--- src/hdl/rab_pkg.sv ---
// ########################################
// rab package
// widths, request and slice structs, and
// the lookup controller states
// ########################################

package rab_pkg;

  localparam int unsigned VADDR_W = 32;  // virtual (slave side) address
  localparam int unsigned PADDR_W = 40;  // physical (master side) address
  localparam int unsigned CTRL_W  = 6;   // user control field, all ones = bypass

  // one request as seen on a channel
  typedef struct packed {
    logic [VADDR_W-1:0] addr;
    logic [7:0]         len;   // beats minus one
    logic [2:0]         size;  // log2 of bytes per beat
    logic               rw;    // 1 = write
    logic [CTRL_W-1:0]  ctrl;
  } rab_req_t;

  // byte range handed to the slice table
  typedef struct packed {
    logic [VADDR_W-1:0] addr_min;  // unaligned start
    logic [VADDR_W-1:0] addr_max;  // last byte of the aligned burst
    logic               rw;
  } lookup_t;

  // one slice entry
  typedef struct packed {
    logic               en;
    logic               rd_en;
    logic               wr_en;
    logic               mst_sel;
    logic [VADDR_W-1:0] addr_start;
    logic [VADDR_W-1:0] addr_end;
    logic [PADDR_W-1:0] offset;
  } slice_cfg_t;

  // table answer for the current range
  typedef struct packed {
    logic               hit;
    logic               multi;
    logic               prot;
    logic               mst_sel;
    logic [PADDR_W-1:0] out_addr;
  } lookup_res_t;

  typedef enum logic [1:0] {
    IDLE,
    LOOKUP,
    WAIT_SENT
  } xlate_state_e;

endpackage
--- src/hdl/rab_core.sv ---
// ########################################
// rab core
// one translation lane shared by two
// requesting channels
// ########################################

`timescale 1ns/1ps

module rab_core
#(
  parameter  int unsigned N_SLICES = 4,
  localparam int unsigned IDX_W    = (N_SLICES > 1) ? $clog2(N_SLICES) : 1
)
(
  input  logic                         Clk_CI,
  input  logic                         Rst_RBI,
  input  rab_pkg::rab_req_t            port1_req,
  input  logic                         port1_valid,
  input  logic                         port1_sent,
  output logic                         port1_accept,
  output logic                         port1_drop,
  input  rab_pkg::rab_req_t            port2_req,
  input  logic                         port2_valid,
  input  logic                         port2_sent,
  output logic                         port2_accept,
  output logic                         port2_drop,
  output logic [rab_pkg::PADDR_W-1:0]  out_addr,
  output logic                         master_select,
  input  logic                         cfg_we,
  input  logic [IDX_W-1:0]             cfg_idx,
  input  rab_pkg::slice_cfg_t          cfg_slice,
  output logic                         int_miss,
  output logic                         int_prot,
  output logic                         int_multi
);

  rab_pkg::lookup_t                sel_range;
  rab_pkg::lookup_t                lookup_range;  // registered, feeds the table
  rab_pkg::lookup_res_t            result;
  logic                            sel_port1;
  logic                            bypass;
  logic [rab_pkg::VADDR_W-1:0]     bypass_addr;
  logic                            served_port1;
  logic                            served_port2;

  rab_req_select i_rab_req_select (
    .Clk_CI       (Clk_CI),
    .Rst_RBI      (Rst_RBI),
    .port1_req    (port1_req),
    .port2_req    (port2_req),
    .port1_valid  (port1_valid),
    .port2_valid  (port2_valid),
    .served_port1 (served_port1),
    .served_port2 (served_port2),
    .sel_range    (sel_range),
    .sel_port1    (sel_port1),
    .bypass       (bypass),
    .bypass_addr  (bypass_addr)
  );

  rab_slice_table #(
    .N_SLICES (N_SLICES)
  ) i_rab_slice_table (
    .Clk_CI    (Clk_CI),
    .Rst_RBI   (Rst_RBI),
    .cfg_we    (cfg_we),
    .cfg_idx   (cfg_idx),
    .cfg_slice (cfg_slice),
    .range     (lookup_range),
    .result    (result)
  );

  rab_xlate_fsm i_rab_xlate_fsm (
    .Clk_CI        (Clk_CI),
    .Rst_RBI       (Rst_RBI),
    .sel_range     (sel_range),
    .sel_port1     (sel_port1),
    .bypass        (bypass),
    .bypass_addr   (bypass_addr),
    .port1_valid   (port1_valid),
    .port2_valid   (port2_valid),
    .port1_sent    (port1_sent),
    .port2_sent    (port2_sent),
    .result        (result),
    .lookup_range  (lookup_range),
    .served_port1  (served_port1),
    .served_port2  (served_port2),
    .port1_accept  (port1_accept),
    .port1_drop    (port1_drop),
    .port2_accept  (port2_accept),
    .port2_drop    (port2_drop),
    .out_addr      (out_addr),
    .master_select (master_select),
    .int_miss      (int_miss),
    .int_prot      (int_prot),
    .int_multi     (int_multi)
  );

endmodule

--- src/hdl/rab_xlate_fsm.sv ---
// ########################################
// rab translation controller
// latches a request, applies the lookup
// outcome and waits for sent on accept
// ########################################

`timescale 1ns/1ps

module rab_xlate_fsm
(
  input  logic                         Clk_CI,
  input  logic                         Rst_RBI,
  input  rab_pkg::lookup_t             sel_range,
  input  logic                         sel_port1,
  input  logic                         bypass,
  input  logic [rab_pkg::VADDR_W-1:0]  bypass_addr,
  input  logic                         port1_valid,
  input  logic                         port2_valid,
  input  logic                         port1_sent,
  input  logic                         port2_sent,
  input  rab_pkg::lookup_res_t         result,
  output rab_pkg::lookup_t             lookup_range,
  output logic                         served_port1,
  output logic                         served_port2,
  output logic                         port1_accept,
  output logic                         port1_drop,
  output logic                         port2_accept,
  output logic                         port2_drop,
  output logic [rab_pkg::PADDR_W-1:0]  out_addr,
  output logic                         master_select,
  output logic                         int_miss,
  output logic                         int_prot,
  output logic                         int_multi
);

  localparam int unsigned VW = rab_pkg::VADDR_W;

  rab_pkg::xlate_state_e state_q;
  logic                  port1_q;      // channel under lookup
  logic                  bypass_q;
  logic [VW-1:0]         bypass_addr_q;
  logic                  sample;
  logic                  do_accept;
  logic                  miss_d;
  logic                  multi_d;
  logic                  prot_d;
  logic                  sent;

  assign served_port1 = port1_accept | port1_drop;
  assign served_port2 = port2_accept | port2_drop;

  // the requester still holds valid while its pulse is out
  assign sample = (state_q == rab_pkg::IDLE) & (port1_valid | port2_valid)
                & ~(served_port1 | served_port2);

  // outcome rule, first match wins
  assign miss_d    = ~bypass_q & ~result.hit;
  assign multi_d   = ~bypass_q & result.hit & result.multi;
  assign prot_d    = ~bypass_q & result.hit & ~result.multi & result.prot;
  assign do_accept = ~(miss_d | multi_d | prot_d);
  assign sent      = port1_q ? port1_sent : port2_sent;

  // request payload
  always_ff @(posedge Clk_CI)
  begin
    if (sample)
    begin
      lookup_range  <= sel_range;
      bypass_addr_q <= bypass_addr;
    end
  end

  always_ff @(posedge Clk_CI or negedge Rst_RBI)
  begin
    if (!Rst_RBI)
    begin
      state_q       <= rab_pkg::IDLE;
      port1_q       <= 1'b0;
      bypass_q      <= 1'b0;
      port1_accept  <= 1'b0;
      port1_drop    <= 1'b0;
      port2_accept  <= 1'b0;
      port2_drop    <= 1'b0;
      out_addr      <= '0;
      master_select <= 1'b0;
      int_miss      <= 1'b0;
      int_prot      <= 1'b0;
      int_multi     <= 1'b0;
    end
    else
    begin
      port1_accept <= 1'b0;  // all pulses last one cycle
      port1_drop   <= 1'b0;
      port2_accept <= 1'b0;
      port2_drop   <= 1'b0;
      int_miss     <= 1'b0;
      int_prot     <= 1'b0;
      int_multi    <= 1'b0;
      case (state_q)
        rab_pkg::IDLE:
        begin
          if (sample)
          begin
            port1_q  <= sel_port1;
            bypass_q <= bypass;
            state_q  <= rab_pkg::LOOKUP;
          end
        end
        rab_pkg::LOOKUP:
        begin
          port1_accept <= port1_q & do_accept;
          port1_drop   <= port1_q & ~do_accept;
          port2_accept <= ~port1_q & do_accept;
          port2_drop   <= ~port1_q & ~do_accept;
          int_miss     <= miss_d;
          int_multi    <= multi_d;
          int_prot     <= prot_d;
          if (do_accept)
          begin
            out_addr      <= bypass_q ? rab_pkg::PADDR_W'(bypass_addr_q) : result.out_addr;
            master_select <= ~bypass_q & result.mst_sel;
            state_q       <= rab_pkg::WAIT_SENT;
          end
          else
          begin
            state_q <= rab_pkg::IDLE;
          end
        end
        rab_pkg::WAIT_SENT:
        begin
          if (sent)
          begin
            state_q <= rab_pkg::IDLE;  // out_addr held until here
          end
        end
        default:
        begin
          state_q <= rab_pkg::IDLE;
        end
      endcase
    end
  end

endmodule

--- src/hdl/rab_slice_table.sv ---
// ########################################
// rab slice table
// slice storage written by strobe and a
// parallel range / protection match
// ########################################

`timescale 1ns/1ps

module rab_slice_table
#(
  parameter  int unsigned N_SLICES = 4,
  localparam int unsigned IDX_W    = (N_SLICES > 1) ? $clog2(N_SLICES) : 1
)
(
  input  logic                  Clk_CI,
  input  logic                  Rst_RBI,
  input  logic                  cfg_we,
  input  logic [IDX_W-1:0]      cfg_idx,
  input  rab_pkg::slice_cfg_t   cfg_slice,
  input  rab_pkg::lookup_t      range,
  output rab_pkg::lookup_res_t  result
);

  localparam int unsigned PW = rab_pkg::PADDR_W;

  rab_pkg::slice_cfg_t slices_q [N_SLICES];
  logic [N_SLICES-1:0] hit_vec;
  logic [N_SLICES-1:0] prot_vec;

  // all slices come out of reset disabled
  always_ff @(posedge Clk_CI or negedge Rst_RBI)
  begin
    if (!Rst_RBI)
    begin
      for (int i = 0; i < N_SLICES; i++)
      begin
        slices_q[i] <= '0;
      end
    end
    else if (cfg_we)
    begin
      slices_q[cfg_idx] <= cfg_slice;
    end
  end

  // whole burst must sit inside the slice
  always_comb
  begin
    for (int i = 0; i < N_SLICES; i++)
    begin
      hit_vec[i]  = slices_q[i].en
                  & (range.addr_min >= slices_q[i].addr_start)
                  & (range.addr_max <= slices_q[i].addr_end);
      prot_vec[i] = range.rw ? ~slices_q[i].wr_en : ~slices_q[i].rd_en;
    end
  end

  // result taken from the lowest-index hit
  always_comb
  begin
    logic found;
    found  = 1'b0;
    result = '0;
    for (int i = 0; i < N_SLICES; i++)
    begin
      if (hit_vec[i] && !found)
      begin
        found           = 1'b1;
        result.prot     = prot_vec[i];
        result.mst_sel  = slices_q[i].mst_sel;
        result.out_addr = PW'(range.addr_min) - PW'(slices_q[i].addr_start)
                        + slices_q[i].offset;
      end
    end
    result.hit   = found;
    result.multi = |(hit_vec & (hit_vec - 1'b1));  // more than one bit set
  end

endmodule

--- src/hdl/rab_req_select.sv ---
// ########################################
// rab request select
// two-channel priority, request mux,
// bypass detect and burst byte range
// ########################################

`timescale 1ns/1ps

module rab_req_select
(
  input  logic                         Clk_CI,
  input  logic                         Rst_RBI,
  input  rab_pkg::rab_req_t            port1_req,
  input  rab_pkg::rab_req_t            port2_req,
  input  logic                         port1_valid,
  input  logic                         port2_valid,
  input  logic                         served_port1,
  input  logic                         served_port2,
  output rab_pkg::lookup_t             sel_range,
  output logic                         sel_port1,
  output logic                         bypass,
  output logic [rab_pkg::VADDR_W-1:0]  bypass_addr
);

  localparam int unsigned VW = rab_pkg::VADDR_W;

  logic              prio_port1_q;  // 1: port1 wins a tie
  rab_pkg::rab_req_t sel_req;
  logic [VW-1:0]     align_mask;
  logic [VW-1:0]     align_addr;
  logic [15:0]       beats;
  logic [15:0]       burst_bytes;

  // priority flips to the other channel once a channel is served
  always_ff @(posedge Clk_CI or negedge Rst_RBI)
  begin
    if (!Rst_RBI)
    begin
      prio_port1_q <= 1'b1;
    end
    else if (served_port1)
    begin
      prio_port1_q <= 1'b0;
    end
    else if (served_port2)
    begin
      prio_port1_q <= 1'b1;
    end
  end

  // lone valid wins, otherwise priority decides
  assign sel_port1 = port1_valid & (prio_port1_q | ~port2_valid);
  assign sel_req   = sel_port1 ? port1_req : port2_req;

  always_comb
  begin
    // clear the byte offset within one beat
    align_mask  = {VW{1'b1}} << sel_req.size;
    align_addr  = sel_req.addr & align_mask;
    beats       = 16'(sel_req.len) + 16'd1;
    burst_bytes = beats << sel_req.size;  // at most 256 << 7

    sel_range.addr_min = sel_req.addr;
    sel_range.addr_max = align_addr + VW'(burst_bytes) - VW'(1);
    sel_range.rw       = sel_req.rw;
  end

  assign bypass      = (sel_req.ctrl == {rab_pkg::CTRL_W{1'b1}});
  assign bypass_addr = sel_req.addr;  // passed on untranslated

endmodule

--- config.mk ---
export PLATFORM = sky130hd
export DESIGN_NAME = rab_core
export DESIGN_NICKNAME = d
export VERILOG_FILES = /design/src/hdl/rab_pkg.sv /design/src/hdl/rab_core.sv /design/src/hdl/rab_xlate_fsm.sv /design/src/hdl/rab_slice_table.sv /design/src/hdl/rab_req_select.sv
export SDC_FILE = /design/constraint.sdc
export NUM_CORES = 2
export LEC_CHECK = 0
export BUFFER_PORTS_ARGS = -buffer_cell sky130_fd_sc_hd__buf_2
export CORE_MARGIN = 2
export CORE_UTILIZATION = 45
export CTS_CLUSTER_DIAMETER = 80
export CTS_CLUSTER_SIZE = 30
export DETAILED_ROUTE_END_ITERATION = 10
export GPL_TIMING_DRIVEN = 0
export PLACE_DENSITY = 0.59
export SLEW_MARGIN = 20
export SYNTH_ARGS = -nofsm -noshare
export SYNTH_HDL_FRONTEND = slang
export SYNTH_HIERARCHICAL = 1
export SYNTH_SLANG_ARGS = --single-unit
--- constraint.sdc ---
create_clock -name Clk_CI -period 13.84 [get_ports Clk_CI]
set_input_delay 4.152 -clock Clk_CI [delete_from_list [all_inputs] [get_ports Clk_CI]]
set_output_delay 4.152 -clock Clk_CI [all_outputs]
set_load 0.005 [all_outputs]
==> impl_table.tex <==
\begin{tabular}{lr}
\hline
Metric & Value \\
\hline
\multicolumn{2}{l}{\textbf{Global route}} \\
\quad Global-route wire length before repair & approximately 230 mm \\
\quad Largest net degree at the start of global routing & 94 \\
\quad Antenna violations before repair & 16 \\
\quad Number of global-route vias before repair & about 36000 \\
\quad GRT overflow & 0 \\
\quad Global-route total usage across every layer & a little over 30\% \\
\multicolumn{2}{l}{\textbf{Synth}} \\
\quad Top-area cell type share of the netlist area & a little over a quarter \\
\quad Count of state elements after synthesis & 582 \\
\quad Synth area leader & dfrtp\_1 \\
\quad Syn\_area\_per\_cell & between 9 and 10 um2 \\
\quad Total standard cell area after synthesis & 44280 um2 \\
\quad Ys flop type & dfrtp\_1 \\
\quad Count of different cell masters after synthesis & roughly 110 \\
\quad Library cell with the highest instance count after synthesis & dfrtp\_1 \\
\quad Top cells by area in the synthesized netlist & dfrtp\_1 27\%, ha\_1 13\%, mux2\_2 9.6\% \\
\quad Most used standard cells in the synthesized netlist & 484 x dfrtp\_1, 462 x ha\_1, 405 x inv\_1 \\
\quad EDFF count, synth & 97 \\
\quad Ys async rst share & a little over four fifths \\
\quad Seq/Total Area, Yosys & 33.99\% \\
\quad Net count after synthesis & between 5000 and 6000 \\
\quad Count of mapped cells out of synthesis & between 4000 and 5000 \\
\quad Total number of yosys warnings & 6 \\
\multicolumn{2}{l}{\textbf{Clock network}} \\
\quad Max Buffers Root-to-Sink & 3 \\
\quad Number of sinks handled by clock tree synthesis & $\sim$580 \\
\quad Setup bufs post-CTS & 0 \\
\quad Clock latency on the worst-skew pair & roughly 0.7 ns \\
\quad Clock slew seen by the registers of the worst setup and hold paths & 0.08 ns \\
\quad Number of H-tree levels & 2 \\
\quad CTS-repair resized insts & 0 \\
\quad Clk Tree Root Cell & clkbuf\_16 \\
\quad Number of buffers added to fix hold violations after cts & 0 \\
\quad Clock tree from TritonCTS & built \\
\quad TritonCTS buffer count & 42 \\
\multicolumn{2}{l}{\textbf{Final layout}} \\
\quad Non-filler instance count after layout & between 6000 and 7000 \\
\quad Final nets & 5643 \\
\quad Area growth from synthesis to layout & 10.70\% \\
\quad Core occupancy in the finished layout & about half \\
\quad Fraction of layout instances using a drive strength above 1 & 18.14\% \\
\multicolumn{2}{l}{\textbf{Floorplanning}} \\
\quad I/O pin cnt & about 270 \\
\quad Initial Util & approximately 45\% \\
\quad Die outline height & approximately 320 um \\
\quad Overall die area & 100900 um2 \\
\quad Area of the placeable core & 97990 um2 \\
\quad Number of rows created at floorplan & about 120 \\
\quad Width of the chip & 317.7 um \\
\multicolumn{2}{l}{\textbf{Place}} \\
\quad Quantity of I/O buffers inserted on ports & 264 \\
\quad DP Cell Count & about 6200 \\
\quad Post-detailed-placement half-perimeter wirelength & about 130 mm \\
\quad Routability congestion estimate & $\sim$0.94 \\
\multicolumn{2}{l}{\textbf{Critical path}} \\
\quad Worst Path Max Fanout & 10 \\
\quad Critical Setup Path Class & primary input to flip-flop \\
\quad Crit path capture type & flip-flop \\
\quad Arrival time of data at the critical path endpoint & 9.76 ns \\
\quad Peak per-stage delay on the critical path & 0.53 ns \\
\quad Family of cells with the greatest summed delay on the critical path & compound AO/OA/AOI/OAI gates \\
\quad Crit path launch type & primary input \\
\quad Cell with the most instances on the worst path & ha\_1 \\
\quad Worst Path Buf+Inv & 4 \\
\quad Critical-path top delay cell & a31oi\_1 \\
\quad Sequence of cells on the critical path & buf\_2, nand2b\_1, nand2\_1, buf\_4, buf\_2, mux2\_2, ha\_1, o21ai\_0, xor2\_1, mux2i\_1, o22a\_1, mux2\_2, ha\_1, inv\_1, ha\_1, a2111oi\_2, o21ai\_1, a31oi\_1, a311o\_2, o21ai\_2, o41ai\_2, xnor2\_1 \\
\quad Data required time of the critical path & 14.24 ns \\
\multicolumn{2}{l}{\textbf{STA}} \\
\quad Maximum achievable frequency & 0.1068 GHz \\
\quad Shortest period the worst path allows & around 9.4 ns \\
\quad Setup clock skew after layout & a little under 0.05 ns \\
\quad Relative slew slack & 24.89\% \\
\quad Slew at the pin closest to its max-slew limit & $\sim$1.1 ns \\
\quad Ratio of final minimum period to clock period & about 68\% \\
\quad Setup repair after global routing missed its margin & false \\
\quad Final count of pins violating max slew & 0 \\
\quad Hold slack final & approximately 0.51 ns \\
\quad Final setup violation count & 0 \\
\quad Setup TNS & 0 ns \\
\quad Hold violation count in the final report & 0 \\
\multicolumn{2}{l}{\textbf{Route}} \\
\quad Drt drc & 0 \\
\quad Via/cell ratio & just under 6 \\
\quad Via count of the routed design & 37170 \\
\quad Detailed Routing Iterations Pass 1 & 6 \\
\quad Number of nets with antenna violations after detailed routing & 0 \\
\quad Number of violations reported at the end of detailed-routing iteration 0 & between 3000 and 4000 \\
\quad Final Routed Wirelength & 157.9 mm \\
\quad Routed length per placed instance & between 20 and 30 um \\
\multicolumn{2}{l}{\textbf{Run}} \\
\quad Max-cap violations & 0 \\
\multicolumn{2}{l}{\textbf{Min path}} \\
\quad Path type of the worst min-delay path & flip-flop to flip-flop \\
\multicolumn{2}{l}{\textbf{Status}} \\
\quad Status & completed \\
\hline
\end{tabular}
==> cells by family after synthesis <==
family / count (synthesis) / share of synthesized area [%]
AO/OA/AOI/OAI: 1236 / 18.50
AND/OR/NAND/NOR: 1056 / 12.21
buffers and inverters: 584 / 5.525
flip-flops: 582 / 33.99
adder cells (fa/ha/maj): 472 / 13.49
multiplexers: 429 / 10.77
XOR/XNOR: 279 / 5.519
==> layer usage <==
metal	global-route usage, %	vias to the layer above	share of wire (%)
met5	0	-	0.048
met4	11.42	12	3.6
met3	5.018	244	6.8
met2	48.93	1200	45
met1	41.83	18240	44
li1	-	17480	-
==> sequential cells by signal, summed over array words and instances (netlist names), 2 cells and up <==
register and count:
i_rab_xlate_fsm/lookup_range 65, i_rab_xlate_fsm/out_addr 40, i_rab_xlate_fsm/state_q 2, i_rab_slice_table/slices_q 432, i_rab_xlate_fsm/bypass_addr_q 32
==> layout by cell type (no fill, tap or decap), drive strengths merged, types with 94 or more instances in the layout <==
master	count
o21ai	263
clkbuf	135
ha	462
mux2	379
a21oi	321
inv	425
dfrtp	484
xor2	102
nor2	227
edfxtp	97
xnor2	177
nand3	94
buf	363
nand2	304
a21o	211
==> worst paths after layout <==
| check | startpoint | to | slack, ns | cells past startpoint |
|---|---|---|---|---|
| setup / recovery | port2_valid | i_rab_xlate_fsm/lookup_range[31] | 4.48 | 22 |
| setup reg to reg | i_rab_xlate_fsm/lookup_range[36] | i_rab_xlate_fsm/out_addr[30] | 6.36 | 26 |
| hold reg to reg | i_rab_slice_table/slices_q[276] | i_rab_slice_table/slices_q[276] | 0.51 | 1 |
| min in group asynchronous | Rst_RBI | i_rab_slice_table/slices_q[111] | 3.36 | 1 |
| max in group asynchronous | Rst_RBI | i_rab_slice_table/slices_q[61] | 8.85 | 4 |
| hold / removal | i_rab_slice_table/slices_q[276] | i_rab_slice_table/slices_q[276] | 0.51 | 1 |
==> worst reg2reg max path, cell delays in order (launching register included) <==
cell      delay, ns
edfxtp_1       0.54
ha_1           0.42
nand3_1        0.29
a21oi_1        0.10
a211o_1        0.43
a211o_1        0.36
a21oi_2        0.27
o21ai_0        0.20
a21o_1         0.23
a21oi_1        0.23
o21bai_1       0.10
a21oi_1        0.19
xnor2_1        0.14
ha_1           0.42
and4_1         0.21
o21ai_0        0.15
nor2_1         0.19
o211ai_1       0.26
a211oi_1       0.73
a22oi_2        0.21
a21boi_0       0.33
nor2_1         0.09
xnor2_1        0.15
a222oi_1       0.52
o21ai_1        0.21
nor4_2         0.31
nor3_1         0.07
==> layout make-up <==
cell class / count / area (um2)
clock inverter: 30 / 425.4
timing repair buffer: 273 / 1559
clock buffer: 48 / 1084
buffer: 177 / 928.4
sequential: 582 / 15050
inverter: 407 / 1528
tap: 1287 / 1610
multi-input combinational: 3472 / 26800
fill: 9213 / 48970
antenna: 11 / 27.53
==> per-stage QoR <==
step	cell area [um2]	setup WS, ns
6_report	49010	4.480
5_1_grt	49000	4.337
4_1_cts	48990	4.564
3_5_place_dp	47480	3.878
3_3_place_gp	47210	-2.222
2_1_floorplan	44280	5.379
Power is left out: the tool's default activity adds up to more than one toggle a clock period on the data nets, which glitch-free logic cannot reach.
